## config.mk

```make
export PLATFORM = sky130hd
export DESIGN_NAME = osd_top
export DESIGN_NICKNAME = d
export VERILOG_FILES = /design/src/logic/osd_pkg.sv /design/src/logic/osd_top.sv /design/src/logic/osd_overlay.sv /design/src/logic/font_rom.sv /design/src/logic/video_timing.sv /design/src/logic/osd_store.sv /design/src/logic/spi_ram_slave.sv
export VERILOG_INCLUDE_DIRS = /design/src /design/src/include
export SDC_FILE = /design/constraint.sdc
export NUM_CORES = 1
export LEC_CHECK = 0
export ABC_AREA = 1
export BUFFER_PORTS_ARGS = -buffer_cell sky130_fd_sc_hd__buf_4
export CAP_MARGIN = 10
export CORE_UTILIZATION = 45
export CTS_CLUSTER_SIZE = 24
export DETAILED_ROUTE_END_ITERATION = 10
export GPL_TIMING_DRIVEN = 0
export PLACE_DENSITY = 0.68
export SLEW_MARGIN = 5
export SYNTH_ARGS = -nofsm -noshare
export SYNTH_HDL_FRONTEND = slang
export SYNTH_SLANG_ARGS = --single-unit
```

## constraint.sdc

```tcl
create_clock -name clk_cpu -period 3.3 [get_ports clk_cpu]
set_clock_uncertainty 0.2 [all_clocks]
set_input_delay 0.495 -clock clk_cpu [delete_from_list [all_inputs] [get_ports clk_cpu]]
set_output_delay 0.495 -clock clk_cpu [all_outputs]
set_load 0.03 [all_outputs]
```

## src/include/osd_params.svh

```systemverilog
`ifndef OSD_PARAMS_SVH
`define OSD_PARAMS_SVH

// video timing in pixels and lines
`define OSD_H_ACTIVE 160
`define OSD_H_FRONT  8
`define OSD_H_SYNC   16
`define OSD_H_BACK   16
`define OSD_H_TOTAL  200
`define OSD_V_ACTIVE 120
`define OSD_V_FRONT  2
`define OSD_V_SYNC   2
`define OSD_V_BACK   4
`define OSD_V_TOTAL  128

// window placement, size in characters
`define OSD_WIN_X    16
`define OSD_WIN_Y    16
`define OSD_CHARS_X  8
`define OSD_CHARS_Y  4
`define OSD_GLYPH_PX 8

`define OSD_CHAR_AW  5 // 32 character bytes
`define OSD_BTN_W    7
`define OSD_INIT_ON  1

`endif
```

## src/font.mem

```
// one glyph per line, hex digits 0 to F, 8 rows of 8 bits, row 0 in the top byte
3C666E7666663C00
1838181818187E00
3C66060C30607E00
3C66061C06663C00
0C1C2C4C7E0C0C00
7E607C0606663C00
3C60607C66663C00
7E060C1818181800
3C66663C66663C00
3C66663E06063C00
183C66667E666600
7C66667C66667C00
3C66606060663C00
786C6666666C7800
7E60607860607E00
7E60607860606000

```

## src/logic/osd_pkg.sv

```systemverilog
package osd_pkg;

  // spi slave frame phases
  typedef enum logic [2:0] {
    ST_IDLE,
    ST_CMD,
    ST_ADDR,
    ST_DUMMY,
    ST_DATA
  } spi_state_e;

  typedef enum logic [7:0] {
    OP_WRITE = 8'h00,
    OP_READ  = 8'h01
  } spi_op_e;

  // top address byte selects the target
  typedef enum logic [7:0] {
    REG_CHAR = 8'h00,
    REG_BTN  = 8'hFB,
    REG_CTRL = 8'hFD
  } region_e;

  typedef struct packed {
    logic        wr;    // single-cycle strobes
    logic        rd;
    logic [31:0] addr;
    logic [7:0]  wdata;
  } bus_req_t;

  typedef struct packed {
    logic [7:0] r;
    logic [7:0] g;
    logic [7:0] b;
    logic       hsync;
    logic       vsync;
    logic       blank;
    logic [7:0] x;      // beam position
    logic [6:0] y;
  } video_t;

endpackage

```

## src/logic/osd_top.sv

```systemverilog
`timescale 1ns/1ps
`include "osd_params.svh"

module osd_top
  import osd_pkg::*;
(
  input  logic                  clk_cpu,
  input  logic                  i_rst_n,
  input  logic                  i_csn,
  input  logic                  i_sclk,
  input  logic                  i_mosi,
  input  logic [`OSD_BTN_W-1:0] i_btn,
  output logic                  o_miso,
  output logic                  o_irq,
  output video_t                o_video
);

  bus_req_t                req;
  logic [7:0]              rd_data;
  logic [7:0]              char_code;
  logic                    osd_en;
  logic [`OSD_CHAR_AW-1:0] char_addr;
  logic [3:0]              glyph;
  logic [2:0]              glyph_row;
  logic [7:0]              glyph_bits;
  video_t                  tim_video;

  spi_ram_slave u_spi (
    .clk_cpu   (clk_cpu),
    .i_rst_n   (i_rst_n),
    .i_csn     (i_csn),
    .i_sclk    (i_sclk),
    .i_mosi    (i_mosi),
    .i_btn     (i_btn),
    .i_rd_data (rd_data),
    .o_miso    (o_miso),
    .o_irq     (o_irq),
    .o_req     (req)
  );

  osd_store u_store (
    .clk_cpu     (clk_cpu),
    .i_rst_n     (i_rst_n),
    .i_req       (req),
    .i_char_addr (char_addr),
    .o_rd_data   (rd_data),
    .o_char      (char_code),
    .o_osd_en    (osd_en)
  );

  video_timing u_timing (
    .clk_cpu (clk_cpu),
    .i_rst_n (i_rst_n),
    .o_video (tim_video)
  );

  font_rom u_font (
    .clk_cpu (clk_cpu),
    .i_glyph (glyph),
    .i_row   (glyph_row),
    .o_bits  (glyph_bits)
  );

  osd_overlay u_overlay (
    .clk_cpu     (clk_cpu),
    .i_rst_n     (i_rst_n),
    .i_video     (tim_video),
    .i_char      (char_code),
    .i_osd_en    (osd_en),
    .i_bits      (glyph_bits),
    .o_char_addr (char_addr),
    .o_glyph     (glyph),
    .o_row       (glyph_row),
    .o_video     (o_video)
  );

endmodule

```

## src/logic/osd_overlay.sv

```systemverilog
`timescale 1ns/1ps
`include "osd_params.svh"

module osd_overlay
  import osd_pkg::*;
(
  input  logic                    clk_cpu,
  input  logic                    i_rst_n,
  input  video_t                  i_video,
  input  logic [7:0]              i_char,
  input  logic                    i_osd_en,
  input  logic [7:0]              i_bits,
  output logic [`OSD_CHAR_AW-1:0] o_char_addr,
  output logic [3:0]              o_glyph,
  output logic [2:0]              o_row,
  output video_t                  o_video
);

  localparam int GW    = $clog2(`OSD_GLYPH_PX);
  localparam int CW    = $clog2(`OSD_CHARS_X);
  localparam int RW    = $clog2(`OSD_CHARS_Y);
  localparam int WIN_W = `OSD_CHARS_X * `OSD_GLYPH_PX;
  localparam int WIN_H = `OSD_CHARS_Y * `OSD_GLYPH_PX;

  logic [7:0]    wx;
  logic [6:0]    wy;
  logic          hit;
  video_t        r_v1;
  video_t        r_v2;
  logic          r_hit1;
  logic          r_hit2;
  logic [GW-1:0] r_prow1;
  logic [GW-1:0] r_pcol1;
  logic [GW-1:0] r_pcol2;
  logic          r_inv2;
  logic          pix_on;

  // stage 0, window hit and character address
  assign wx  = i_video.x - 8'(`OSD_WIN_X);
  assign wy  = i_video.y - 7'(`OSD_WIN_Y);
  assign hit = (i_video.x >= `OSD_WIN_X) && (i_video.x < `OSD_WIN_X + WIN_W) &&
               (i_video.y >= `OSD_WIN_Y) && (i_video.y < `OSD_WIN_Y + WIN_H);
  assign o_char_addr = {wy[GW +: RW], wx[GW +: CW]}; // row * 8 + column

  // stage 1, character back from the store
  assign o_glyph = i_char[3:0];
  assign o_row   = r_prow1;

  always_ff @(posedge clk_cpu)
  begin
    if (!i_rst_n)
    begin
      r_v1   <= '{blank: 1'b1, default: '0};
      r_v2   <= '{blank: 1'b1, default: '0};
      r_hit1 <= 1'b0;
      r_hit2 <= 1'b0;
    end
    else
    begin
      r_v1   <= i_video;
      r_v2   <= r_v1;
      r_hit1 <= hit;
      r_hit2 <= r_hit1;
    end
  end

  always_ff @(posedge clk_cpu)
  begin
    r_prow1 <= wy[GW-1:0];
    r_pcol1 <= wx[GW-1:0];
    r_pcol2 <= r_pcol1;
    r_inv2  <= i_char[7]; // inverse video flag
  end

  // stage 2, glyph bit and mixing, column 0 is the msb
  assign pix_on = i_bits[~r_pcol2] ^ r_inv2;

  always_comb
  begin
    o_video = r_v2;
    if (r_hit2 && i_osd_en)
    begin
      if (pix_on)
      begin
        o_video.r = 8'hFF;
        o_video.g = 8'hFF;
        o_video.b = 8'hFF;
      end
      else
      begin
        o_video.r = r_v2.r >> 1; // half intensity background
        o_video.g = r_v2.g >> 1;
        o_video.b = r_v2.b >> 1;
      end
    end
  end

endmodule

```

## src/logic/font_rom.sv

```systemverilog
`timescale 1ns/1ps

module font_rom
(
  input  logic       clk_cpu,
  input  logic [3:0] i_glyph,
  input  logic [2:0] i_row,
  output logic [7:0] o_bits
);

  logic [63:0] r_font [0:15]; // one word per glyph
  logic [5:0]  bit_base;

  initial
  begin
    $readmemh("/design/src/font.mem", r_font);
  end

  // row 0 sits in the top byte
  assign bit_base = {~i_row, 3'b000};

  always_ff @(posedge clk_cpu)
  begin
    o_bits <= r_font[i_glyph][bit_base +: 8];
  end

endmodule

```

## src/logic/video_timing.sv

```systemverilog
`timescale 1ns/1ps
`include "osd_params.svh"

module video_timing
  import osd_pkg::*;
(
  input  logic   clk_cpu,
  input  logic   i_rst_n,
  output video_t o_video
);

  localparam int HS_START = `OSD_H_ACTIVE + `OSD_H_FRONT;
  localparam int HS_END   = HS_START + `OSD_H_SYNC;
  localparam int VS_START = `OSD_V_ACTIVE + `OSD_V_FRONT;
  localparam int VS_END   = VS_START + `OSD_V_SYNC;

  logic [7:0] r_hcnt;
  logic [6:0] r_vcnt;
  logic       active;

  always_ff @(posedge clk_cpu)
  begin
    if (!i_rst_n)
    begin
      r_hcnt <= '0;
      r_vcnt <= '0;
    end
    else if (r_hcnt == 8'(`OSD_H_TOTAL - 1))
    begin
      r_hcnt <= '0;
      if (r_vcnt == 7'(`OSD_V_TOTAL - 1))
        r_vcnt <= '0;
      else
        r_vcnt <= r_vcnt + 7'd1;
    end
    else
      r_hcnt <= r_hcnt + 8'd1;
  end

  assign active = (r_hcnt < `OSD_H_ACTIVE) && (r_vcnt < `OSD_V_ACTIVE);

  always_comb
  begin
    o_video.x     = r_hcnt;
    o_video.y     = r_vcnt;
    o_video.hsync = (r_hcnt >= HS_START) && (r_hcnt < HS_END);
    o_video.vsync = (r_vcnt >= VS_START) && (r_vcnt < VS_END);
    o_video.blank = ~active;
    // test picture, black in blanking
    o_video.r     = active ? r_hcnt : 8'd0;
    o_video.g     = active ? {1'b0, r_vcnt} : 8'd0;
    o_video.b     = active ? 8'h80 : 8'd0;
  end

endmodule

```

## src/logic/osd_store.sv

```systemverilog
`timescale 1ns/1ps
`include "osd_params.svh"

module osd_store
  import osd_pkg::*;
(
  input  logic                    clk_cpu,
  input  logic                    i_rst_n,
  input  bus_req_t                i_req,
  input  logic [`OSD_CHAR_AW-1:0] i_char_addr,
  output logic [7:0]              o_rd_data,
  output logic [7:0]              o_char,
  output logic                    o_osd_en
);

  logic [7:0]              r_ram [0:(1 << `OSD_CHAR_AW) - 1];
  logic [`OSD_CHAR_AW-1:0] a_addr;
  region_e                 region;

  assign region = region_e'(i_req.addr[31:24]);
  assign a_addr = i_req.addr[`OSD_CHAR_AW-1:0];

  // port A, cpu side
  always_ff @(posedge clk_cpu)
  begin
    if (i_req.wr && (region == REG_CHAR))
      r_ram[a_addr] <= i_req.wdata;
  end

  always_ff @(posedge clk_cpu)
  begin
    if (i_req.rd)
    begin
      case (region)
        REG_CHAR: o_rd_data <= r_ram[a_addr];
        REG_CTRL: o_rd_data <= {7'd0, o_osd_en};
        default:  o_rd_data <= 8'd0; // btn served by the slave
      endcase
    end
  end

  // port B, overlay fetch
  always_ff @(posedge clk_cpu)
  begin
    o_char <= r_ram[i_char_addr];
  end

  always_ff @(posedge clk_cpu)
  begin
    if (!i_rst_n)
      o_osd_en <= 1'(`OSD_INIT_ON);
    else if (i_req.wr && (region == REG_CTRL))
      o_osd_en <= i_req.wdata[0];
  end

endmodule

```

## src/logic/spi_ram_slave.sv

```systemverilog
`timescale 1ns/1ps
`include "osd_params.svh"

module spi_ram_slave
  import osd_pkg::*;
(
  input  logic                  clk_cpu,
  input  logic                  i_rst_n,
  input  logic                  i_csn,
  input  logic                  i_sclk,
  input  logic                  i_mosi,
  input  logic [`OSD_BTN_W-1:0] i_btn,
  input  logic [7:0]            i_rd_data,
  output logic                  o_miso,
  output logic                  o_irq,
  output bus_req_t              o_req
);

  logic [1:0]            r_csn_sync;
  logic [2:0]            r_sclk_sync; // bit 2 is the previous synced level
  logic [1:0]            r_mosi_sync;
  spi_state_e            r_state;
  logic [4:0]            r_bit_cnt;
  logic [7:0]            r_shift;
  logic [31:0]           r_addr;
  logic                  r_op_ok;
  logic                  r_op_rd;
  logic                  r_rd_pend;
  logic [7:0]            r_tx;
  logic [7:0]            r_tx_hold;    // next byte for miso
  logic [`OSD_BTN_W-1:0] r_btn_q;
  logic [`OSD_BTN_W-1:0] r_btn_snap;
  logic [`OSD_BTN_W-1:0] r_btn_seen;
  logic                  r_btn_rd;
  logic                  csn_s;
  logic                  mosi_s;
  logic                  sclk_rise;
  logic                  sclk_fall;
  logic                  byte_done;
  logic                  frame_end;
  logic                  rd_is_btn;
  logic [7:0]            rx_byte;
  logic [31:0]           addr_next;
  logic [7:0]            btn_byte;
  spi_op_e               op_in;

  assign csn_s     = r_csn_sync[1];
  assign mosi_s    = r_mosi_sync[1];
  assign sclk_rise = r_sclk_sync[1] & ~r_sclk_sync[2];
  assign sclk_fall = ~r_sclk_sync[1] & r_sclk_sync[2];
  assign byte_done = (r_bit_cnt[2:0] == 3'd7);
  assign rx_byte   = {r_shift[6:0], mosi_s};
  assign addr_next = {r_addr[30:0], mosi_s};
  assign op_in     = spi_op_e'(rx_byte);
  assign frame_end = csn_s && (r_state != ST_IDLE);
  assign rd_is_btn = (region_e'(o_req.addr[31:24]) == REG_BTN); // addr held after rd
  assign btn_byte  = {{(8 - `OSD_BTN_W){1'b0}}, r_btn_q};

  always_ff @(posedge clk_cpu)
  begin
    if (!i_rst_n)
    begin
      r_csn_sync  <= 2'b11;
      r_sclk_sync <= '0;
      r_mosi_sync <= '0;
    end
    else
    begin
      r_csn_sync  <= {r_csn_sync[0], i_csn};
      r_sclk_sync <= {r_sclk_sync[1:0], i_sclk};
      r_mosi_sync <= {r_mosi_sync[0], i_mosi};
    end
  end

  always_ff @(posedge clk_cpu)
  begin
    if (!i_rst_n)
    begin
      r_state   <= ST_IDLE;
      r_bit_cnt <= '0;
      r_op_ok   <= 1'b0;
      r_op_rd   <= 1'b0;
      r_rd_pend <= 1'b0;
      r_tx      <= '0;
      o_miso    <= 1'b0;
      o_req.wr  <= 1'b0;
      o_req.rd  <= 1'b0;
    end
    else
    begin
      o_req.wr  <= 1'b0;
      o_req.rd  <= 1'b0;
      r_rd_pend <= o_req.rd; // store answers one cycle after rd
      if (csn_s)
      begin
        r_state   <= ST_IDLE;
        r_bit_cnt <= '0;
        r_tx      <= '0;
        o_miso    <= 1'b0;
      end
      else if (r_state == ST_IDLE)
        r_state <= ST_CMD;
      else if (sclk_rise)
      begin
        r_shift   <= rx_byte;
        r_bit_cnt <= r_bit_cnt + 5'd1;
        case (r_state)
          ST_CMD:
            if (byte_done)
            begin
              r_bit_cnt <= '0;
              r_op_rd   <= (op_in == OP_READ);
              r_op_ok   <= (op_in == OP_WRITE) || (op_in == OP_READ);
              // unknown opcode drops into data phase and idles there
              r_state   <= ((op_in == OP_WRITE) || (op_in == OP_READ)) ? ST_ADDR : ST_DATA;
            end
          ST_ADDR:
          begin
            r_addr <= addr_next;
            if (r_bit_cnt == 5'd31)
            begin
              r_bit_cnt <= '0;
              if (r_op_rd)
              begin
                o_req.rd   <= 1'b1; // fetch first byte during dummy
                o_req.addr <= addr_next;
                r_state    <= ST_DUMMY;
              end
              else
                r_state <= ST_DATA;
            end
          end
          ST_DUMMY:
            if (byte_done)
            begin
              r_bit_cnt <= '0;
              r_state   <= ST_DATA;
            end
          default:
            if (byte_done)
            begin
              r_bit_cnt <= '0;
              if (r_op_ok)
              begin
                r_addr <= r_addr + 32'd1;
                if (r_op_rd)
                begin
                  o_req.rd   <= 1'b1; // prefetch next byte
                  o_req.addr <= r_addr + 32'd1;
                end
                else
                begin
                  o_req.wr    <= 1'b1;
                  o_req.addr  <= r_addr;
                  o_req.wdata <= rx_byte;
                end
              end
            end
        endcase
      end
      else if (sclk_fall)
      begin
        if ((r_state == ST_DATA) && r_op_rd && (r_bit_cnt[2:0] == 3'd0))
        begin
          o_miso <= r_tx_hold[7]; // first bit of a fresh byte
          r_tx   <= {r_tx_hold[6:0], 1'b0};
        end
        else
        begin
          o_miso <= r_tx[7];
          r_tx   <= {r_tx[6:0], 1'b0};
        end
      end
    end
  end

  always_ff @(posedge clk_cpu)
  begin
    if (r_rd_pend)
      r_tx_hold <= rd_is_btn ? btn_byte : i_rd_data;
  end

  // button register and change interrupt
  always_ff @(posedge clk_cpu)
  begin
    if (!i_rst_n)
    begin
      r_btn_q    <= '0;
      r_btn_snap <= '0;
      r_btn_seen <= '0;
      r_btn_rd   <= 1'b0;
      o_irq      <= 1'b0;
    end
    else
    begin
      r_btn_q <= i_btn;
      o_irq   <= (r_btn_q != r_btn_seen);
      if (r_rd_pend && rd_is_btn)
      begin
        r_btn_snap <= r_btn_q;
        r_btn_rd   <= 1'b1;
      end
      if (frame_end && r_btn_rd)
      begin
        r_btn_seen <= r_btn_snap; // acknowledged once csn rises
        r_btn_rd   <= 1'b0;
      end
    end
  end

endmodule

```

==> summary.txt <==
Status
  – Outcome: complete, no violations

Clock network
  – CTS Sinks: 474
  – CTS Root Cell: clkbuf_16
  – CTS tree: done
  – Clock Pin Slew Worst Setup and Hold Paths: 0.06 ns
  – Post-cts resize count: 0
  – CTS Buf Count: 48
  – CTS max path bufs: 3
  – Clock Latency Late Sink: 0.59 ns
  – H-tree depth: 2

Hold path
  – Hold path cells: 4
  – HP Start: i_rst_n
  – HP Class: in -> reg

STA
  – Final worst-path cycle share: 87.61%
  – Worst slew margin: 14.93%
  – Setup-failing EPs final: 0
  – Fin. Hold Viols: 0
  – Pin slew with the least headroom to its limit: 1.276 ns
  – Min cycle time layout: 2.891 ns
  – Unrepaired setup endpoints after global routing: no
  – Slew Limit Fails: 0
  – Final worst slack: 0.4088 ns
  – Fmax: 345.9 MHz

Worst setup path
  – Worst path required time: 3.30 ns
  – Arrival time of the worst setup path: 2.89 ns
  – Worst-path fanout max: 9
  – Worst Setup End Kind: flop
  – Origin of the worst setup path: u_spi.o_req[39]
  – Type of the worst setup path: reg -> reg
  – Worst r2r path cells: 7
  – Worst setup SP type: flop
  – Reg-to-Reg Start: u_spi.o_req[39]

Synth
  – Synth cell types: 46
  – #FFs+latches synth: 474
  – Post-synth EDFFs: 332
  – Avg Inst Size Synth: 9.842 um^2
  – Mapped cell area: 0.01978 mm^2
  – Post-synthesis cell count: 2010
  – Synth Flop Type: edfxtp_1
  – Register area share after synthesis: 64.77%
  – Yosys warning total: 0
  – Synth async-reset ratio: 0%

Drt
  – Vias/cell: 5.209
  – DRT antenna net count: 0
  – Via Count: 14340
  – Drt wl/cell: 17.48 um
  – First-pass DRT Iterations: 5
  – DRC viols: 0
  – DRT Wirelength: 48.11 mm
  – Initial DRC count: 1417

Place
  – Routability cong.: 0.9212
  – Port Buf Inserts: 48
  – Detailed Place HPWL: 32.87 mm
  – Dpl cell area: 0.02091 mm^2
  – Pre-CTS setup slack: 0.2707 ns

Floorplanning
  – Die area: 0.04480 mm^2
  – Core outline area: 0.04317 mm^2
  – Die height: 211.7 um
  – # rows: 76
  – Effective utilization at floorplan: 45.82%
  – Ports: 56
  – Die width: 211.7 um

Global route
  – Total gr overflow: 0
  – Largest net degree at the start of global routing: 34
  – First-pass GRT wire length: 75.44 mm
  – Gr usage total: 22.03%
  – Number of global-route vias before repair: 13810
  – Initial antenna violation count: 0

Cells and area
  – Area Overhead vs Synth: 14.68%
  – Fillers: 3859
  – Commonest non-fill, non-tap cell in the layout: nand2_1
  – Layout cells sized above 1: 11.68%
  – Commonest cells after routing, fill and taps aside: nand2_1 (572), edfxtp_1 (332), nand3_1 (213)
  – Fin nets: 2149
  – Final Core Density: 52.55%
  – Final Cell Area: 0.02269 mm^2
  – Inserted Diodes: 0

Pwr
  – Power share of the clock group: 46.3%
  – Sequential share of power: 52.7%
  – NetSw: 2.381 mW
  – Logic gate share of total power: 1.1%
  – PD cells: 528.7 mW/mm^2
  – Int Pwr: 9.613 mW
  – Worst IR Drop VDD: 0.4062 mV
  – Switching Fraction: 19.85%
  – Leak pwr: 9.169 nW
  – Final Power: 11.99 mW

Run
  – Max Cap Viol: 0
cell type report:
cell class	instances	area (um^2)	share of cell area, %
multi-input cells	1252	5718	25.21
repair buffers	62	538.0	2.372
inverters	183	689.4	3.039
clock buffers	60	1291	5.692
well taps	585	732.0	3.227
flip-flops and latches	474	12810	56.48
clock inverters	29	320.3	1.412
plain buffers	107	584.3	2.576
logic make-up after synthesis:
kind of cell | synth area share [%]
compound gates | 4.984
xor+xnor | 1.195
fa+ha+maj | 0.5693
flops | 64.77
other cells | 0.01896
simple gates | 22.02
buf+inv | 6.439
cell usage after synthesis, types with 3 or more instances:
| cell | number | area, um^2 |
|---|---|---|
| nand3_2 | 3 | 30.03 |
| dfxtp_1 | 142 | 2843 |
| ha_1 | 9 | 112.6 |
| inv_1 | 160 | 600.6 |
| a21oi_1 | 42 | 210.2 |
| inv_2 | 20 | 75.07 |
| xnor2_1 | 4 | 35.03 |
| o21ai_1 | 23 | 115.1 |
| a31oi_1 | 7 | 43.79 |
| o21ai_0 | 83 | 415.4 |
| xor2_1 | 23 | 201.4 |
| buf_2 | 37 | 185.2 |
| buf_4 | 32 | 240.2 |
| clkbuf_1 | 29 | 108.9 |
| nor2_1 | 178 | 668.1 |
| nor3_1 | 15 | 75.07 |
| buf_1 | 6 | 22.52 |
| o22ai_1 | 7 | 43.79 |
| nand2_2 | 4 | 25.02 |
| o211ai_1 | 14 | 105.1 |
| edfxtp_1 | 332 | 9970 |
| or2_2 | 4 | 25.02 |
| nor2_4 | 6 | 67.56 |
| nand3_1 | 213 | 1066 |
| nand4_1 | 8 | 50.05 |
| nor2_2 | 9 | 56.30 |
| nand2_1 | 572 | 2147 |
| nor4_1 | 3 | 18.77 |
final timing paths:
kind	end	slack, ns
worst max register to register	u_store.r_ram[23][1]	0.41
worst max-delay path	u_store.r_ram[23][1]	0.41
worst min register to register	u_overlay.o_video[13]	0.21
worst min-delay path	u_overlay.r_v1[14]	0.18
registers in the layout (all words and copies together), names as in the netlist, 2 cells and up, named ones only:
register           cells
u_overlay.r_v1        34
u_spi.r_btn_q          7
u_spi.r_bit_cnt        5
u_store.r_ram        256
u_spi.o_req           23
u_spi.r_tx             7
u_spi.r_btn_seen       7
u_overlay.r_v2        16
u_spi.r_sclk_sync      3
u_spi.r_csn_sync       2
u_spi.r_shift          7
u_overlay.o_video     18
u_spi.r_btn_snap       7
u_spi.r_tx_hold        8
u_timing.r_hcnt        8
u_spi.r_mosi_sync      2
u_timing.r_vcnt        7
u_store.o_rd_data      8
u_spi.r_state          3
u_spi.r_addr          32
repair_timing:
| action | 4_1_cts | 5_1_grt |
|---|---|---|
| setup buffers | 0 | 0 |
| hold buffers | 10 | 0 |
| endpoints found under the hold margin | 10 | 0 |
power by group through the flow:
stage          logic (mW)  clock network, mW  registers [mW]
2_1_floorplan      0.0776                  0            6.44
3_3_place_gp        0.114                  0            6.44
3_5_place_dp        0.115                  0            6.44
4_1_cts             0.126               5.64            6.32
5_1_grt             0.139               5.86            6.32
6_report            0.126               5.55            6.32
metal layers:
metal	part of all wire (%)	global-route usage (%)	wire, um	vias to the layer above
met5	0	0	0	-
met4	2.9	8.071	1409	0
met3	6.4	3.071	3089	100
met2	48	36.10	22860	496
met1	43	29.86	20760	6854
li1	-	-	-	6886
per-stage QoR:
stage | hold WS [ns] | setup TNS (ns) | std cells
finish | 0.1768 | 0 | 2752
global route | 0.1900 | 0 | 2752
CTS | 0.1441 | 0 | 2749
detailed placement | 0.2001 | 0 | 2650
global placement | 0.1983 | -2.250 | 2649
floorplan | 0.1905 | 0 | 2016
critical path, stage by stage, from the launching register on:
cell and delay (ns):
edfxtp_1 0.35, inv_1 0.12, nand4_1 0.16, nor2_4 0.29, nand2_1 0.15, nor2_2 0.26, nand3_1 0.22, nor2_1 0.75
No activity file was read; power rests on OpenSTA's default activity.
